--- config.mk ---
export PLATFORM = sky130hd
export DESIGN_NAME = udp_tx_top
export DESIGN_NICKNAME = d
export VERILOG_FILES = /design/src/logic/udp_tx_pkg.sv /design/src/logic/byte_link_if.sv /design/src/logic/frame_arbiter.sv /design/src/logic/header_inserter.sv /design/src/logic/gmii_framer.sv /design/src/logic/udp_tx_top.sv
export SDC_FILE = /design/constraint.sdc
export NUM_CORES = 1
export LEC_CHECK = 0
export ABC_AREA = 1
export BUFFER_PORTS_ARGS = -buffer_cell sky130_fd_sc_hd__buf_2
export CORE_ASPECT_RATIO = 0.7
export CORE_MARGIN = 2
export CORE_UTILIZATION = 50
export CTS_BUF_LIST = sky130_fd_sc_hd__clkbuf_4
export CTS_CLUSTER_DIAMETER = 100
export DETAILED_ROUTE_END_ITERATION = 12
export GPL_ROUTABILITY_DRIVEN = 0
export GPL_TIMING_DRIVEN = 0
export PLACE_DENSITY = 0.69
export SLEW_MARGIN = 20
export SYNTH_ARGS = -nofsm -noshare
export SYNTH_HDL_FRONTEND = slang
export SYNTH_SLANG_ARGS = --single-unit
--- constraint.sdc ---
create_clock -name logic_clk -period 5.85 [get_ports logic_clk]
set_clock_uncertainty 0.05 [all_clocks]
set_input_delay 0.8775 -clock logic_clk [delete_from_list [all_inputs] [get_ports logic_clk]]
set_output_delay 0.8775 -clock logic_clk [all_outputs]
set_load 0.005 [all_outputs]
--- src/logic/udp_tx_pkg.sv ---
/*
 * Shared definitions for the UDP/PTP Ethernet transmitter.
 * Frame constants, fixed header fields, link credit depth, CRC-32 step.
 */
`default_nettype none

package udp_tx_pkg;

    typedef logic [7:0] byte_t;

    typedef enum logic {
        KIND_PTP = 1'b0,
        KIND_UDP = 1'b1
    } frame_kind_t;

    // Link flow control
    localparam int LINK_CREDITS = 4;
    localparam int CREDIT_W     = $clog2(LINK_CREDITS + 1);
    localparam int PTR_W        = $clog2(LINK_CREDITS);

    localparam int ETH_HDR_LEN      = 14;
    localparam int IP_HDR_LEN       = 20;
    localparam int UDP_HDR_LEN      = 8;
    localparam int UDP_FULL_HDR_LEN = ETH_HDR_LEN + IP_HDR_LEN + UDP_HDR_LEN;

    // GMII framing
    localparam int    MIN_FRAME_LEN = 60;
    localparam int    PREAMBLE_LEN  = 7;
    localparam byte_t PREAMBLE_BYTE = 8'h55;
    localparam byte_t SFD_BYTE      = 8'hD5;
    localparam int    IFG_CYCLES    = 12;

    localparam logic [47:0] LOCAL_MAC    = 48'h02_00_00_00_00_00;
    localparam logic [47:0] PTP_DEST_MAC = 48'h01_1B_19_00_00_00;
    localparam logic [47:0] UDP_DEST_MAC = 48'hFF_FF_FF_FF_FF_FF;

    localparam logic [15:0] ETHERTYPE_IPV4 = 16'h0800;
    localparam logic [15:0] ETHERTYPE_PTP  = 16'h88F7;

    localparam logic [31:0] LOCAL_IP = {8'd192, 8'd168, 8'd1, 8'd128};
    localparam logic [31:0] DEST_IP  = {8'd255, 8'd255, 8'd255, 8'd255};

    // IPv4 fixed fields, don't fragment set
    localparam logic [7:0]  IP_VER_IHL    = 8'h45;
    localparam logic [7:0]  IP_TOS        = 8'h00;
    localparam logic [15:0] IP_ID         = 16'h0000;
    localparam logic [15:0] IP_FLAGS_FRAG = 16'h4000;
    localparam logic [7:0]  IP_TTL        = 8'd64;
    localparam logic [7:0]  IP_PROTO_UDP  = 8'd17;

    localparam logic [15:0] UDP_SRC_PORT  = 16'd1234;
    localparam logic [15:0] UDP_DEST_PORT = 16'd5555;

    localparam logic [31:0] CRC_INIT = 32'hFFFF_FFFF;
    localparam logic [31:0] CRC_POLY = 32'hEDB8_8320;

    // One byte of the reflected Ethernet CRC-32, LSB first
    function automatic logic [31:0] crc32_step(input logic [31:0] crc, input byte_t data);
        logic [31:0] c;
        c = crc ^ {24'h0, data};
        for (int i = 0; i < 8; i++) begin
            c = c[0] ? ((c >> 1) ^ CRC_POLY) : (c >> 1);
        end
        return c;
    endfunction

endpackage

`default_nettype wire

--- src/logic/byte_link_if.sv ---
/*
 * Credit-controlled byte stream between two transmit stages.
 * Sender spends one credit per valid beat, receiver pulses credit per pop.
 */
`default_nettype none

interface byte_link_if
    import udp_tx_pkg::*;
();

    byte_t       data;
    logic        first;
    logic        last;
    logic        valid;
    // Frame attributes, meaningful with first
    frame_kind_t kind;
    logic [15:0] len;
    logic        credit;

    modport tx (
        output data, first, last, valid, kind, len,
        input  credit
    );

    modport rx (
        input  data, first, last, valid, kind, len,
        output credit
    );

endinterface

`default_nettype wire

--- src/logic/frame_arbiter.sv ---
/*
 * Frame arbiter.
 * Round-robin choice of whole UDP or PTP frames, forwarded onto a
 * credit-controlled byte link one cycle after acceptance.
 */
`default_nettype none

module frame_arbiter
    import udp_tx_pkg::*;
(
    input  logic        logic_clk,
    input  logic        arst_n,

    input  byte_t       udp_data,
    input  logic        udp_valid,
    input  logic        udp_last,
    input  logic [15:0] udp_len,
    output logic        udp_ready,

    input  byte_t       ptp_data,
    input  logic        ptp_valid,
    input  logic        ptp_last,
    output logic        ptp_ready,

    byte_link_if.tx     out
);

    logic [CREDIT_W-1:0] credits;
    logic                busy;
    frame_kind_t         grant;
    frame_kind_t         cur_kind;
    logic                cur_valid;
    logic                cur_last;
    logic                take;

    // Grant holds inside a frame; on a tie the last served source yields
    always_comb begin
        if (busy) begin
            cur_kind = grant;
        end else if (udp_valid && ptp_valid) begin
            cur_kind = (grant == KIND_UDP) ? KIND_PTP : KIND_UDP;
        end else if (udp_valid) begin
            cur_kind = KIND_UDP;
        end else begin
            cur_kind = KIND_PTP;
        end
    end

    assign cur_valid = (cur_kind == KIND_UDP) ? udp_valid : ptp_valid;
    assign cur_last  = (cur_kind == KIND_UDP) ? udp_last : ptp_last;
    assign take      = cur_valid && (credits != '0);

    assign udp_ready = take && (cur_kind == KIND_UDP);
    assign ptp_ready = take && (cur_kind == KIND_PTP);

    always_ff @(posedge logic_clk or negedge arst_n) begin
        if (!arst_n) begin
            busy    <= 1'b0;
            grant   <= KIND_PTP;
            credits <= CREDIT_W'(LINK_CREDITS);
        end else begin
            if (take) begin
                busy  <= !cur_last;
                grant <= cur_kind;
            end
            credits <= credits + CREDIT_W'(out.credit) - CREDIT_W'(take);
        end
    end

    always_ff @(posedge logic_clk or negedge arst_n) begin
        if (!arst_n) begin
            out.valid <= 1'b0;
        end else begin
            out.valid <= take;
        end
    end

    always_ff @(posedge logic_clk) begin
        if (take) begin
            out.data  <= (cur_kind == KIND_UDP) ? udp_data : ptp_data;
            out.first <= !busy;
            out.last  <= cur_last;
            out.kind  <= cur_kind;
            out.len   <= (cur_kind == KIND_UDP) ? udp_len : 16'h0000;
        end
    end

endmodule

`default_nettype wire

--- src/logic/header_inserter.sv ---
/*
 * Header inserter.
 * Buffers incoming beats, prepends the Ethernet header (plus IPv4 and UDP
 * headers with the IPv4 checksum for UDP frames), then passes the payload.
 */
`default_nettype none

module header_inserter
    import udp_tx_pkg::*;
(
    input  logic    logic_clk,
    input  logic    arst_n,
    byte_link_if.rx in,
    byte_link_if.tx out
);

    typedef struct packed {
        byte_t       data;
        logic        first;
        logic        last;
        frame_kind_t kind;
        logic [15:0] len;
    } beat_t;

    typedef enum logic [1:0] {
        ST_IDLE,
        ST_HDR,
        ST_DATA
    } state_t;

    beat_t                         fifo_mem [LINK_CREDITS];
    beat_t                         head;
    logic [PTR_W-1:0]              wr_ptr;
    logic [PTR_W-1:0]              rd_ptr;
    logic [CREDIT_W-1:0]           count;
    logic [CREDIT_W-1:0]           out_credits;
    logic                          not_empty;
    logic                          can_send;
    logic                          send;
    logic                          pop;
    state_t                        state;
    logic [5:0]                    hdr_idx;
    logic [5:0]                    hdr_last_idx;
    frame_kind_t                   kind_q;
    frame_kind_t                   hdr_kind;
    logic [15:0]                   len_q;
    logic [15:0]                   hdr_len;
    logic [15:0]                   ip_len;
    logic [15:0]                   udp_length;
    logic [19:0]                   csum_sum;
    logic [16:0]                   csum_fold;
    logic [15:0]                   ip_csum;
    logic [UDP_FULL_HDR_LEN*8-1:0] hdr_vec;
    byte_t                         hdr_byte;

    assign head      = fifo_mem[rd_ptr];
    assign not_empty = (count != '0);
    assign can_send  = (out_credits != '0);

    // Header fields come from the head beat until they are latched
    assign hdr_kind     = (state == ST_IDLE) ? head.kind : kind_q;
    assign hdr_len      = (state == ST_IDLE) ? head.len : len_q;
    assign hdr_last_idx = (hdr_kind == KIND_UDP) ? 6'(UDP_FULL_HDR_LEN - 1)
                                                 : 6'(ETH_HDR_LEN - 1);

    assign ip_len     = hdr_len + 16'(IP_HDR_LEN + UDP_HDR_LEN);
    assign udp_length = hdr_len + 16'(UDP_HDR_LEN);

    // Ones' complement sum over the header words, checksum field as zero
    assign csum_sum  = {IP_VER_IHL, IP_TOS} + ip_len + IP_ID + IP_FLAGS_FRAG
                     + {IP_TTL, IP_PROTO_UDP} + LOCAL_IP[31:16] + LOCAL_IP[15:0]
                     + DEST_IP[31:16] + DEST_IP[15:0];
    assign csum_fold = csum_sum[15:0] + {13'h0, csum_sum[19:16]};
    assign ip_csum   = ~(csum_fold[15:0] + {15'h0, csum_fold[16]});

    // PTP frames use only the leading Ethernet part
    assign hdr_vec = {
        (hdr_kind == KIND_UDP) ? UDP_DEST_MAC : PTP_DEST_MAC,
        LOCAL_MAC,
        (hdr_kind == KIND_UDP) ? ETHERTYPE_IPV4 : ETHERTYPE_PTP,
        IP_VER_IHL, IP_TOS, ip_len, IP_ID, IP_FLAGS_FRAG,
        IP_TTL, IP_PROTO_UDP, ip_csum, LOCAL_IP, DEST_IP,
        UDP_SRC_PORT, UDP_DEST_PORT, udp_length, 16'h0000
    };

    assign hdr_byte = hdr_vec[8 * (UDP_FULL_HDR_LEN - 1 - int'(hdr_idx)) +: 8];

    always_comb begin
        send = 1'b0;
        pop  = 1'b0;
        case (state)
            ST_IDLE: send = not_empty && head.first && can_send;
            ST_HDR:  send = can_send;
            ST_DATA: begin
                send = not_empty && can_send;
                pop  = send;
            end
            default: send = 1'b0;
        endcase
    end

    always_ff @(posedge logic_clk) begin
        if (in.valid) begin
            fifo_mem[wr_ptr] <= '{data: in.data, first: in.first, last: in.last,
                                  kind: in.kind, len: in.len};
        end
    end

    always_ff @(posedge logic_clk or negedge arst_n) begin
        if (!arst_n) begin
            wr_ptr      <= '0;
            rd_ptr      <= '0;
            count       <= '0;
            out_credits <= CREDIT_W'(LINK_CREDITS);
            in.credit   <= 1'b0;
            out.valid   <= 1'b0;
            state       <= ST_IDLE;
            hdr_idx     <= '0;
        end else begin
            wr_ptr      <= wr_ptr + PTR_W'(in.valid);
            rd_ptr      <= rd_ptr + PTR_W'(pop);
            count       <= count + CREDIT_W'(in.valid) - CREDIT_W'(pop);
            out_credits <= out_credits + CREDIT_W'(out.credit) - CREDIT_W'(send);
            in.credit   <= pop;
            out.valid   <= send;
            if (send) begin
                case (state)
                    ST_IDLE: begin
                        state   <= ST_HDR;
                        hdr_idx <= 6'd1;
                    end
                    ST_HDR: begin
                        if (hdr_idx == hdr_last_idx) begin
                            state   <= ST_DATA;
                            hdr_idx <= '0;
                        end else begin
                            hdr_idx <= hdr_idx + 6'd1;
                        end
                    end
                    default: begin
                        if (head.last) begin
                            state <= ST_IDLE;
                        end
                    end
                endcase
            end
        end
    end

    always_ff @(posedge logic_clk) begin
        if (send && state == ST_IDLE) begin
            kind_q <= head.kind;
            len_q  <= head.len;
        end
        if (send) begin
            out.data  <= (state == ST_DATA) ? head.data : hdr_byte;
            out.first <= (state == ST_IDLE);
            out.last  <= (state == ST_DATA) && head.last;
            out.kind  <= hdr_kind;
            out.len   <= hdr_len;
        end
    end

endmodule

`default_nettype wire

--- src/logic/gmii_framer.sv ---
/*
 * GMII framer.
 * Sends each buffered frame with preamble and SFD, zero padding to the
 * minimum length, the FCS, and then holds the interframe gap.
 */
`default_nettype none

module gmii_framer
    import udp_tx_pkg::*;
(
    input  logic    logic_clk,
    input  logic    arst_n,
    byte_link_if.rx in,
    output byte_t   gmii_txd,
    output logic    gmii_tx_en,
    output logic    gmii_tx_er
);

    typedef enum logic [2:0] {
        ST_IDLE,
        ST_PRE,
        ST_DATA,
        ST_PAD,
        ST_FCS,
        ST_IFG
    } state_t;

    byte_t               data_mem [LINK_CREDITS];
    logic                last_mem [LINK_CREDITS];
    logic [PTR_W-1:0]    wr_ptr;
    logic [PTR_W-1:0]    rd_ptr;
    logic [CREDIT_W-1:0] count;
    logic [CREDIT_W-1:0] last_cnt;
    byte_t               head_data;
    logic                head_last;
    logic                start;
    logic                pop;
    state_t              state;
    state_t              state_next;
    logic [15:0]         byte_cnt;
    logic [15:0]         cnt_next;
    logic                en_next;
    byte_t               txd_next;
    logic [31:0]         crc;
    logic [31:0]         crc_next;
    logic [31:0]         fcs;

    assign head_data = data_mem[rd_ptr];
    assign head_last = last_mem[rd_ptr];
    assign fcs       = ~crc;
    assign pop       = (state == ST_DATA);
    assign gmii_tx_er = 1'b0;

    // Full FIFO or a whole frame tail keeps the data phase gapless
    assign start = (state == ST_IDLE)
                && ((count == CREDIT_W'(LINK_CREDITS)) || (last_cnt != '0));

    always_comb begin
        state_next = state;
        cnt_next   = byte_cnt;
        en_next    = 1'b0;
        txd_next   = 8'h00;
        crc_next   = crc;
        case (state)
            ST_IDLE: begin
                if (start) begin
                    en_next    = 1'b1;
                    txd_next   = PREAMBLE_BYTE;
                    cnt_next   = 16'd1;
                    state_next = ST_PRE;
                end
            end
            ST_PRE: begin
                en_next = 1'b1;
                if (byte_cnt == PREAMBLE_LEN) begin
                    txd_next   = SFD_BYTE;
                    cnt_next   = '0;
                    crc_next   = CRC_INIT;
                    state_next = ST_DATA;
                end else begin
                    txd_next = PREAMBLE_BYTE;
                    cnt_next = byte_cnt + 16'd1;
                end
            end
            ST_DATA: begin
                en_next  = 1'b1;
                txd_next = head_data;
                crc_next = crc32_step(crc, head_data);
                cnt_next = byte_cnt + 16'd1;
                if (head_last) begin
                    if (byte_cnt + 1 < MIN_FRAME_LEN) begin
                        state_next = ST_PAD;
                    end else begin
                        state_next = ST_FCS;
                        cnt_next   = '0;
                    end
                end
            end
            ST_PAD: begin
                en_next  = 1'b1;
                crc_next = crc32_step(crc, 8'h00);
                cnt_next = byte_cnt + 16'd1;
                if (byte_cnt + 1 == MIN_FRAME_LEN) begin
                    state_next = ST_FCS;
                    cnt_next   = '0;
                end
            end
            ST_FCS: begin
                en_next  = 1'b1;
                txd_next = fcs[8 * byte_cnt[1:0] +: 8];
                cnt_next = byte_cnt + 16'd1;
                if (byte_cnt == 16'd3) begin
                    state_next = ST_IFG;
                    cnt_next   = '0;
                end
            end
            default: begin
                cnt_next = byte_cnt + 16'd1;
                if (byte_cnt == IFG_CYCLES - 1) begin
                    state_next = ST_IDLE;
                    cnt_next   = '0;
                end
            end
        endcase
    end

    always_ff @(posedge logic_clk) begin
        if (in.valid) begin
            data_mem[wr_ptr] <= in.data;
            last_mem[wr_ptr] <= in.last;
        end
        gmii_txd <= txd_next;
        crc      <= crc_next;
    end

    always_ff @(posedge logic_clk or negedge arst_n) begin
        if (!arst_n) begin
            wr_ptr     <= '0;
            rd_ptr     <= '0;
            count      <= '0;
            last_cnt   <= '0;
            in.credit  <= 1'b0;
            state      <= ST_IDLE;
            byte_cnt   <= '0;
            gmii_tx_en <= 1'b0;
        end else begin
            wr_ptr     <= wr_ptr + PTR_W'(in.valid);
            rd_ptr     <= rd_ptr + PTR_W'(pop);
            count      <= count + CREDIT_W'(in.valid) - CREDIT_W'(pop);
            last_cnt   <= last_cnt + CREDIT_W'(in.valid && in.last)
                        - CREDIT_W'(pop && head_last);
            in.credit  <= pop;
            state      <= state_next;
            byte_cnt   <= cnt_next;
            gmii_tx_en <= en_next;
        end
    end

endmodule

`default_nettype wire

--- src/logic/udp_tx_top.sv ---
/*
 * UDP and PTP Ethernet transmitter top level.
 * Arbiter, header inserter and GMII framer joined by two credit links.
 */
`default_nettype none

module udp_tx_top
    import udp_tx_pkg::*;
(
    input  logic        logic_clk,
    input  logic        arst_n,

    input  byte_t       udp_data,
    input  logic        udp_valid,
    input  logic        udp_last,
    input  logic [15:0] udp_len,
    output logic        udp_ready,

    input  byte_t       ptp_data,
    input  logic        ptp_valid,
    input  logic        ptp_last,
    output logic        ptp_ready,

    output byte_t       gmii_txd,
    output logic        gmii_tx_en,
    output logic        gmii_tx_er
);

    byte_link_if arb_link ();
    byte_link_if hdr_link ();

    frame_arbiter u_arbiter (
        .logic_clk (logic_clk),
        .arst_n    (arst_n),
        .udp_data  (udp_data),
        .udp_valid (udp_valid),
        .udp_last  (udp_last),
        .udp_len   (udp_len),
        .udp_ready (udp_ready),
        .ptp_data  (ptp_data),
        .ptp_valid (ptp_valid),
        .ptp_last  (ptp_last),
        .ptp_ready (ptp_ready),
        .out       (arb_link.tx)
    );

    header_inserter u_inserter (
        .logic_clk (logic_clk),
        .arst_n    (arst_n),
        .in        (arb_link.rx),
        .out       (hdr_link.tx)
    );

    gmii_framer u_framer (
        .logic_clk  (logic_clk),
        .arst_n     (arst_n),
        .in         (hdr_link.rx),
        .gmii_txd   (gmii_txd),
        .gmii_tx_en (gmii_tx_en),
        .gmii_tx_er (gmii_tx_er)
    );

endmodule

`default_nettype wire

==> out/metrics.yaml, run 1 <==
route:
  drt_first_pass_iters: 5
  wire_per_inst_um: 17.3
  ant_nets: 0
  routed_via_density: 5.46
  vias: 14600
  wl_um: 46300
  first_iter_violations: 1504
  drc: 0
sta:
  rsz0062_at_grt: "yes"
  fmax_mhz: 149
  final.period_utilization: 1.15
  slew_viol_final: 0
  hold_violations: 0
  tightestPinTransition_ns: 0.961
  fin_crit_ns: 6.71
  slew_headroom: 0.357
  setup_ws_ns: -0.857
  timing.hold.ws_ns: 0.341
  setup_viol: 8
synth:
  synthMostInstantiatedCell: "nand2_1"
  synth_area_leaders: "edfxtp_1 (40%), nand2_1 (9.6%), dfrtp_1 (8.0%), xor2_1 (5.1%), inv_1 (4.4%)"
  synthDominantCellAreaShare: 0.399
  synth_common_cells: "nand2_1 (440), edfxtp_1 (229), inv_1 (203)"
  syn_area_per_cell_um2: 8.98
  synthArstFlopShare: 0.194
  synth_cell_type_count: 60
  ys_warn_count: 0
  synth_edf_count: 229
  synthCells: 1921
  ys_seq_elements: 294
  synth_nets: 1997
  syn_area_um2: 17200
  seq_area_frac_synth: 0.491
  yosys.area.top_type: "edfxtp_1"
  synthFlopType: "edfxtp_1"
clock_network:
  clkSlewWorstSetupHoldPaths_ns: 0.07
  clock-sinks: 294
  cts_root_buf: "clkbuf_4"
  tritoncts: "done"
  cts.path.max_buffers: 3
  htree_levels: 3
  cts_inserted_buffers: 76
  clkLatencyLatePin_ns: 0.76
status:
  violations: "setup timing"
  outcome: "complete, but fails checks"
critical_path:
  crit_path_max_fanout: 7
  cp.required_ns: 6.30
  cpMostUsedCell: "nand2_1"
  startpoint_type: "flip-flop"
  cp_slowest_cell: "dfrtp_1"
  r2r_setup_slack_ns: -0.86
  cp_data_arrival_time_ns: 7.16
  endpoint_kind: "flip-flop"
  crit_path_max_incr_delay_ns: 0.40
  worstSetupPathType: "flip-flop to flip-flop"
flow_run:
  maxCapViolCount: 0
floorplanning:
  chipHeight_um: 159
  die-area_um2: 36000
  start_util: 0.512
  io_pins: 50
  die_w_um: 226
  coreArea_um2: 33700
  rows: 56
final_layout:
  fin_nets: 2226
  final_core_util: 0.607
  areaGrowthSynthToFinish_pct: 18.5
  drive_gt1_frac: 0.226
  final_area_um2: 20400
  fillers: 2781
grt:
  antenna_found_initial: 1
  grt_util_all_layers: 0.260
  grt_pass1_wl_um: 73500
  grt_max_degree: 52
  grt_pass1_vias: 14100
  grt_overflow_total: 0
power_and_ir_drop:
  p_switching_mw: 2.56
  peakVddDrop_mv: 0.365
  total_leakage_power_nw: 8.73
  p_clk_frac: 0.252
  p_int_mw: 4.62
  swShare: 0.357
  combPwrFrac: 0.327
  seq_power_share: 0.421
  total_power_mw: 7.18
  power.density_nw_per_um2: 351
placement:
  dpl.hpwl_um: 32800
  placed_area_um2: 18400
  pre_cts_slack_ns: -1.32
  port_buffers: 48
worst_hold_path:
  hold_class: "input pin to flip-flop"
[cells by family (layout without fill, tap and decap cells)]
group,count (synthesis),after routing,synth area share
and+or+nand+nor,849,849,0.225
buffers and inverters,283,570,0.0674
adders and majority gates,38,38,0.0302
other,1,2,0.000217
xor gates and xnor gates,170,170,0.0868
AOI/OAI and AO/OA,286,286,0.0994
DFF,294,294,0.491
[layer usage]
layer  global-route usage  share of wire  vias up
met5                    0              0        -
met3               0.0751           0.11       83
met1                0.383           0.45     6870
li1                     -              -     6942
met4               0.0738          0.020        0
met2                0.371           0.42      706
[through the flow]
step / setup TNS [ns] / cells
2_1_floorplan: -0.365 / 1921
3_3_place_gp: -8.45 / 2433
3_5_place_dp: -9.42 / 2450
4_1_cts: -4.59 / 2658
5_1_grt: -9.36 / 2673
6_report: -6.15 / 2673
[state kept, by name, indices dropped and copies added, names as in the netlist, 3 cells and up]
name,cells
u_inserter.fifo_mem,108
u_framer.crc,32
u_framer.data_mem,32
u_arbiter.out.len,16
u_framer.byte_cnt,16
u_inserter.len_q,16
u_arbiter.out.data,8
u_framer.gmii_txd,8
u_inserter.out.data,8
u_inserter.hdr_idx,6
u_framer.last_mem,4
u_arbiter.credits,3
u_framer.count,3
u_framer.last_cnt,3
u_framer.state,3
u_inserter.count,3
u_inserter.out_credits,3
[critical path: cells and delay by family, from the launching register on]
family,cells,cell delay [ns]
fa+ha+maj,4,0.80
buf+inv,6,0.62
flops,1,0.40
simple gates,45,4.19
compound gates,3,0.41
[power by group through the flow]
stage / Sequential, mW / Clock [mW] / Combinational [mW]
2_1_floorplan: 3.01 / 0 / 1.30
4_1_cts: 3.02 / 1.85 / 2.20
6_report: 3.02 / 1.81 / 2.35
3_5_place_dp: 3.06 / 0 / 1.88
5_1_grt: 3.06 / 1.95 / 2.58
3_3_place_gp: 3.07 / 0 / 1.74
[area by class of cell]
class                      instances  area (um^2)  area share
inverter                         227          871      0.0426
tap                              464          581      0.0284
sequential                       294         8470       0.414
antenna                            1         2.50    0.000122
multi-input combinational       1344         8090       0.396
buffer                            56          332      0.0162
timing repair buffer             151         1110      0.0545
clock inverter                    23          131     0.00643
clock buffer                     113          848      0.0415
[repair_timing]
item | in CTS | in global routing
gates cloned | 0 | 0
setup buffers | 71 | 14
endpoints found under the setup margin | 8 | 8
endpoints found under the hold margin | 5 | 0
hold buffers | 1 | 0
resized for setup | 79 | 32
pin swaps | 62 | 52
[placed cells by master (no fill, tap or decap), drive strengths merged, types with 2 or more instances in the layout]
master  Yosys  routed
a32o        5       5
or2         9       9
buf        22     172
xnor2      69      69
o221ai     12      12
edfxtp    229     229
ha         32      32
dfrtp      55      55
dfxtp       8       8
a22oi       6       6
xor2      101     101
o21ai     113     113
clkinv      7      24
nor2      165     165
o31ai       4       4
o22ai      20      20
a21oi      69      69
a31oi       8       8
fa          6       6
nand2     491     491
o211ai     22      22
nand3     132     132
o32ai      13      13
a211oi      3       3
o21bai      3       3
nor3       25      25
clkbuf     34     147
a32oi       2       2
nand4      18      18
inv       220     224
dfstp       2       2
o311ai      2       2
nor4        6       6
[worst paths after layout]
path | endpoint | start | cells after the start
worst max-delay path | u_inserter.out.data[5] | u_inserter.rd_ptr[0] | 58
worst min-delay path | u_arbiter.out.data[3] | ptp_data[3] | 3
worst max register to register | u_inserter.out.data[5] | u_inserter.rd_ptr[0] | 58
worst min register to register | u_framer.data_mem[2][2] | u_inserter.out.data[2] | 0
max in group asynchronous | u_inserter.out_credits[2] | arst_n | 3
min in group asynchronous | u_arbiter.busy | arst_n | 2
Note: power is estimated with default switching activity, not from simulation.
==> run 2, diff against run 1 <==
--- a/config.mk
+++ b/config.mk
@@ -5,7 +5,6 @@
 export SDC_FILE = /design/constraint.sdc
 export NUM_CORES = 1
 export LEC_CHECK = 0
-export ABC_AREA = 1
 export BUFFER_PORTS_ARGS = -buffer_cell sky130_fd_sc_hd__buf_2
 export CORE_ASPECT_RATIO = 0.7
 export CORE_MARGIN = 2
==> out/metrics.yaml, run 2 <==
synth:
  synthDominantCellAreaShare: 0.420
  synth_cell_type_count: 97
  synthCells: 1413
  synthMuxAreaShare: 0.0725
  synth_edf_count: 229
  ys_warn_count: 0
  synth-xor-area-share: 0.104
  yosys.area.top_type: "edfxtp_1"
  synth_nets: 1489
  synthMostInstantiatedCell: "edfxtp_1"
  syn_area_um2: 16400
  synthArstFlopShare: 0.194
  synth_compound_area_frac: 0.116
  synthSimpleGateAreaFrac: 0.126
  synth_top_family_by_area: "simple AND/OR/NAND/NOR gates"
  synthFlopType: "edfxtp_1"
  syn_area_per_cell_um2: 11.6
  synth_area_leaders: "edfxtp_1 (42%), dfrtp_1 (8.4%), xnor2_1 (6.7%), mux4_2 (5.8%), nand2_1 (3.9%)"
  synth-adder-area-share: 0.0318
  seq_area_frac_synth: 0.517
  ys_seq_elements: 294
  synth_common_cells: "edfxtp_1 (229), nand2_1 (171), xnor2_1 (126)"
route:
  routed_via_density: 5.84
  ant_nets: 0
  drc: 0
  vias: 12200
  first_iter_violations: 1638
  wl_um: 41100
  drt_first_pass_iters: 9
  wire_per_inst_um: 19.8
flow_run:
  maxCapViolCount: 0
sta:
  hold_violations: 0
  setup_viol: 8
  setup_ws_ns: -1.06
  slew_viol_final: 0
  fin_crit_ns: 6.91
  timing.hold.ws_ns: 0.304
  fmax_mhz: 145
  tightestPinTransition_ns: 1.02
  slew_headroom: 0.314
  rsz0062_at_grt: "yes"
  final.period_utilization: 1.18
floorplanning:
  rows: 55
  coreArea_um2: 32300
  chipHeight_um: 155
  die_w_um: 220
  io_pins: 50
  start_util: 0.507
  die-area_um2: 34200
power_and_ir_drop:
  total_leakage_power_nw: 7.13
  power.density_nw_per_um2: 368
  peakVddDrop_mv: 0.283
  total_power_mw: 7.03
critical_path:
  cpMostUsedCell: "ha_4"
  endpoint_kind: "flip-flop"
  crit_path_max_incr_delay_ns: 0.54
  cp_slowest_cell: "mux4_2"
  crit_path_max_fanout: 8
  startpoint_type: "flip-flop"
  cp.required_ns: 6.30
  r2r_setup_slack_ns: -1.06
  cp_data_arrival_time_ns: 7.36
  worstSetupPathType: "flip-flop to flip-flop"
clock_network:
  clkSlewWorstSetupHoldPaths_ns: 0.07
  cts_root_buf: "clkbuf_4"
  cts_inserted_buffers: 73
  clkLatencyLatePin_ns: 0.78
  clock-sinks: 294
  tritoncts: "done"
  htree_levels: 3
  cts.path.max_buffers: 3
final_layout:
  stdcell_count: 2080
  seq_area_um2: 8470
  final_cell_mix: "edfxtp_1 (229), nand2_1 (166), xnor2_1 (123)"
  fin_nets: 1673
  largest-register: "u_inserter.fifo_mem"
  largest_reg_flops: 108
  reg.largest.list: "u_inserter.fifo_mem: 108 flops, u_framer.crc: 32 flops, u_framer.data_mem: 32 flops"
  drive_gt1_frac: 0.242
  multi_input_area_um2: 7840
  areaGrowthSynthToFinish_pct: 16.8
  final_core_util: 0.592
  final_area_um2: 19100
  final_common_cell: "edfxtp_1"
  fillers: 2647
grt:
  grt_pass1_vias: 11700
  grt_max_degree: 48
  grt_pass1_wl_um: 65200
  grt_overflow_total: 0
  antenna_found_initial: 2
  grt_util_all_layers: 0.249
status:
  outcome: "complete, but fails checks"
  violations: "setup timing"
placement:
  dpl.hpwl_um: 29200
  placed_area_um2: 17500
  port_buffers: 48
  dp_cells: 1896
worst_hold_path:
  hold_class: "input pin to flip-flop"
[run 2: cell count changes after synthesis, moves of 40 or more]
cell     before  now
nor2_1      144   69
mux4_2        0   42
nand2_2      40    0
xnor2_1      69  126
nand3_1     114   22
nand2_1     440  171
xor2_1      100   60
inv_1       203   49
[run 2: stage by stage]
step / worst slack [ns] / setup TNS, ns
5_1_grt: -1.19 / -8.31
3_3_place_gp: -1.91 / -13.63
4_1_cts: -0.843 / -4.97
6_report: -1.06 / -6.92
2_1_floorplan: -0.678 / -3.07
3_5_place_dp: -2.04 / -14.19
[run 2: final timing paths]
| check | start | end | depth (start not counted) |
|---|---|---|---|
| setup / recovery | u_inserter.rd_ptr[0] | u_inserter.out.data[4] | 35 |
| hold / removal | ptp_data[0] | u_arbiter.out.data[0] | 3 |
| setup reg to reg | u_inserter.rd_ptr[0] | u_inserter.out.data[4] | 35 |
| hold reg to reg | u_arbiter.out.len[5] | u_inserter.fifo_mem[3][5] | 0 |
| max in group asynchronous | arst_n | u_inserter.out_credits[2] | 3 |
| min in group asynchronous | arst_n | u_framer.byte_cnt[6] | 2 |
[run 2: critical path: cells and delay by family (launching register included)]
kind                       cells  cell delay, ns
and+or+nand+nor               15            2.52
AOI/OAI and AO/OA              6            1.14
adders and majority gates      5            0.95
buffers and inverters          7            0.83
muxes                          1            0.54
DFF                            1            0.37
xor gates and xnor gates       1            0.22
[run 2: layout make-up]
class,count,area share
antenna,2,0.000262
buffer,71,0.0194
clock buffer,107,0.0420
clock inverter,22,0.00635
inverter,52,0.0109
multi-input combinational,996,0.410
sequential,294,0.443
tap,427,0.0280
timing repair buffer,109,0.0399
[run 2: metal layers]
metal | vias to the layer above | track usage | routed length (um)
met5 | - | 0 | 0
met4 | 0 | 0.0588 | 676
met3 | 71 | 0.0850 | 4520
met2 | 551 | 0.330 | 16400
met1 | 5938 | 0.386 | 19500
li1 | 5595 | - | -
[run 2: timing repair]
item                                   CTS  global route
endpoints found under the hold margin   10             0
hold buffers                             1             0
gates cloned                             0             0
setup endpoints to repair                8             8
buffers inserted                        34            18
resized for setup                       44            20
pin swaps                               24            30
[run 2: kinds of logic after synthesis]
family,after synthesis
simple gates,419
flops,294
compound gates,282
xor+xnor,191
buf+inv,123
mux,65
fa+ha+maj,38
other cells,1
[run 2: report_power, final]
group / total, mW / internal (mW) / switching (mW)
clock network: 1.72 / 0.855 / 0.861
registers: 3.04 / 2.85 / 0.193
logic: 2.27 / 0.884 / 1.39
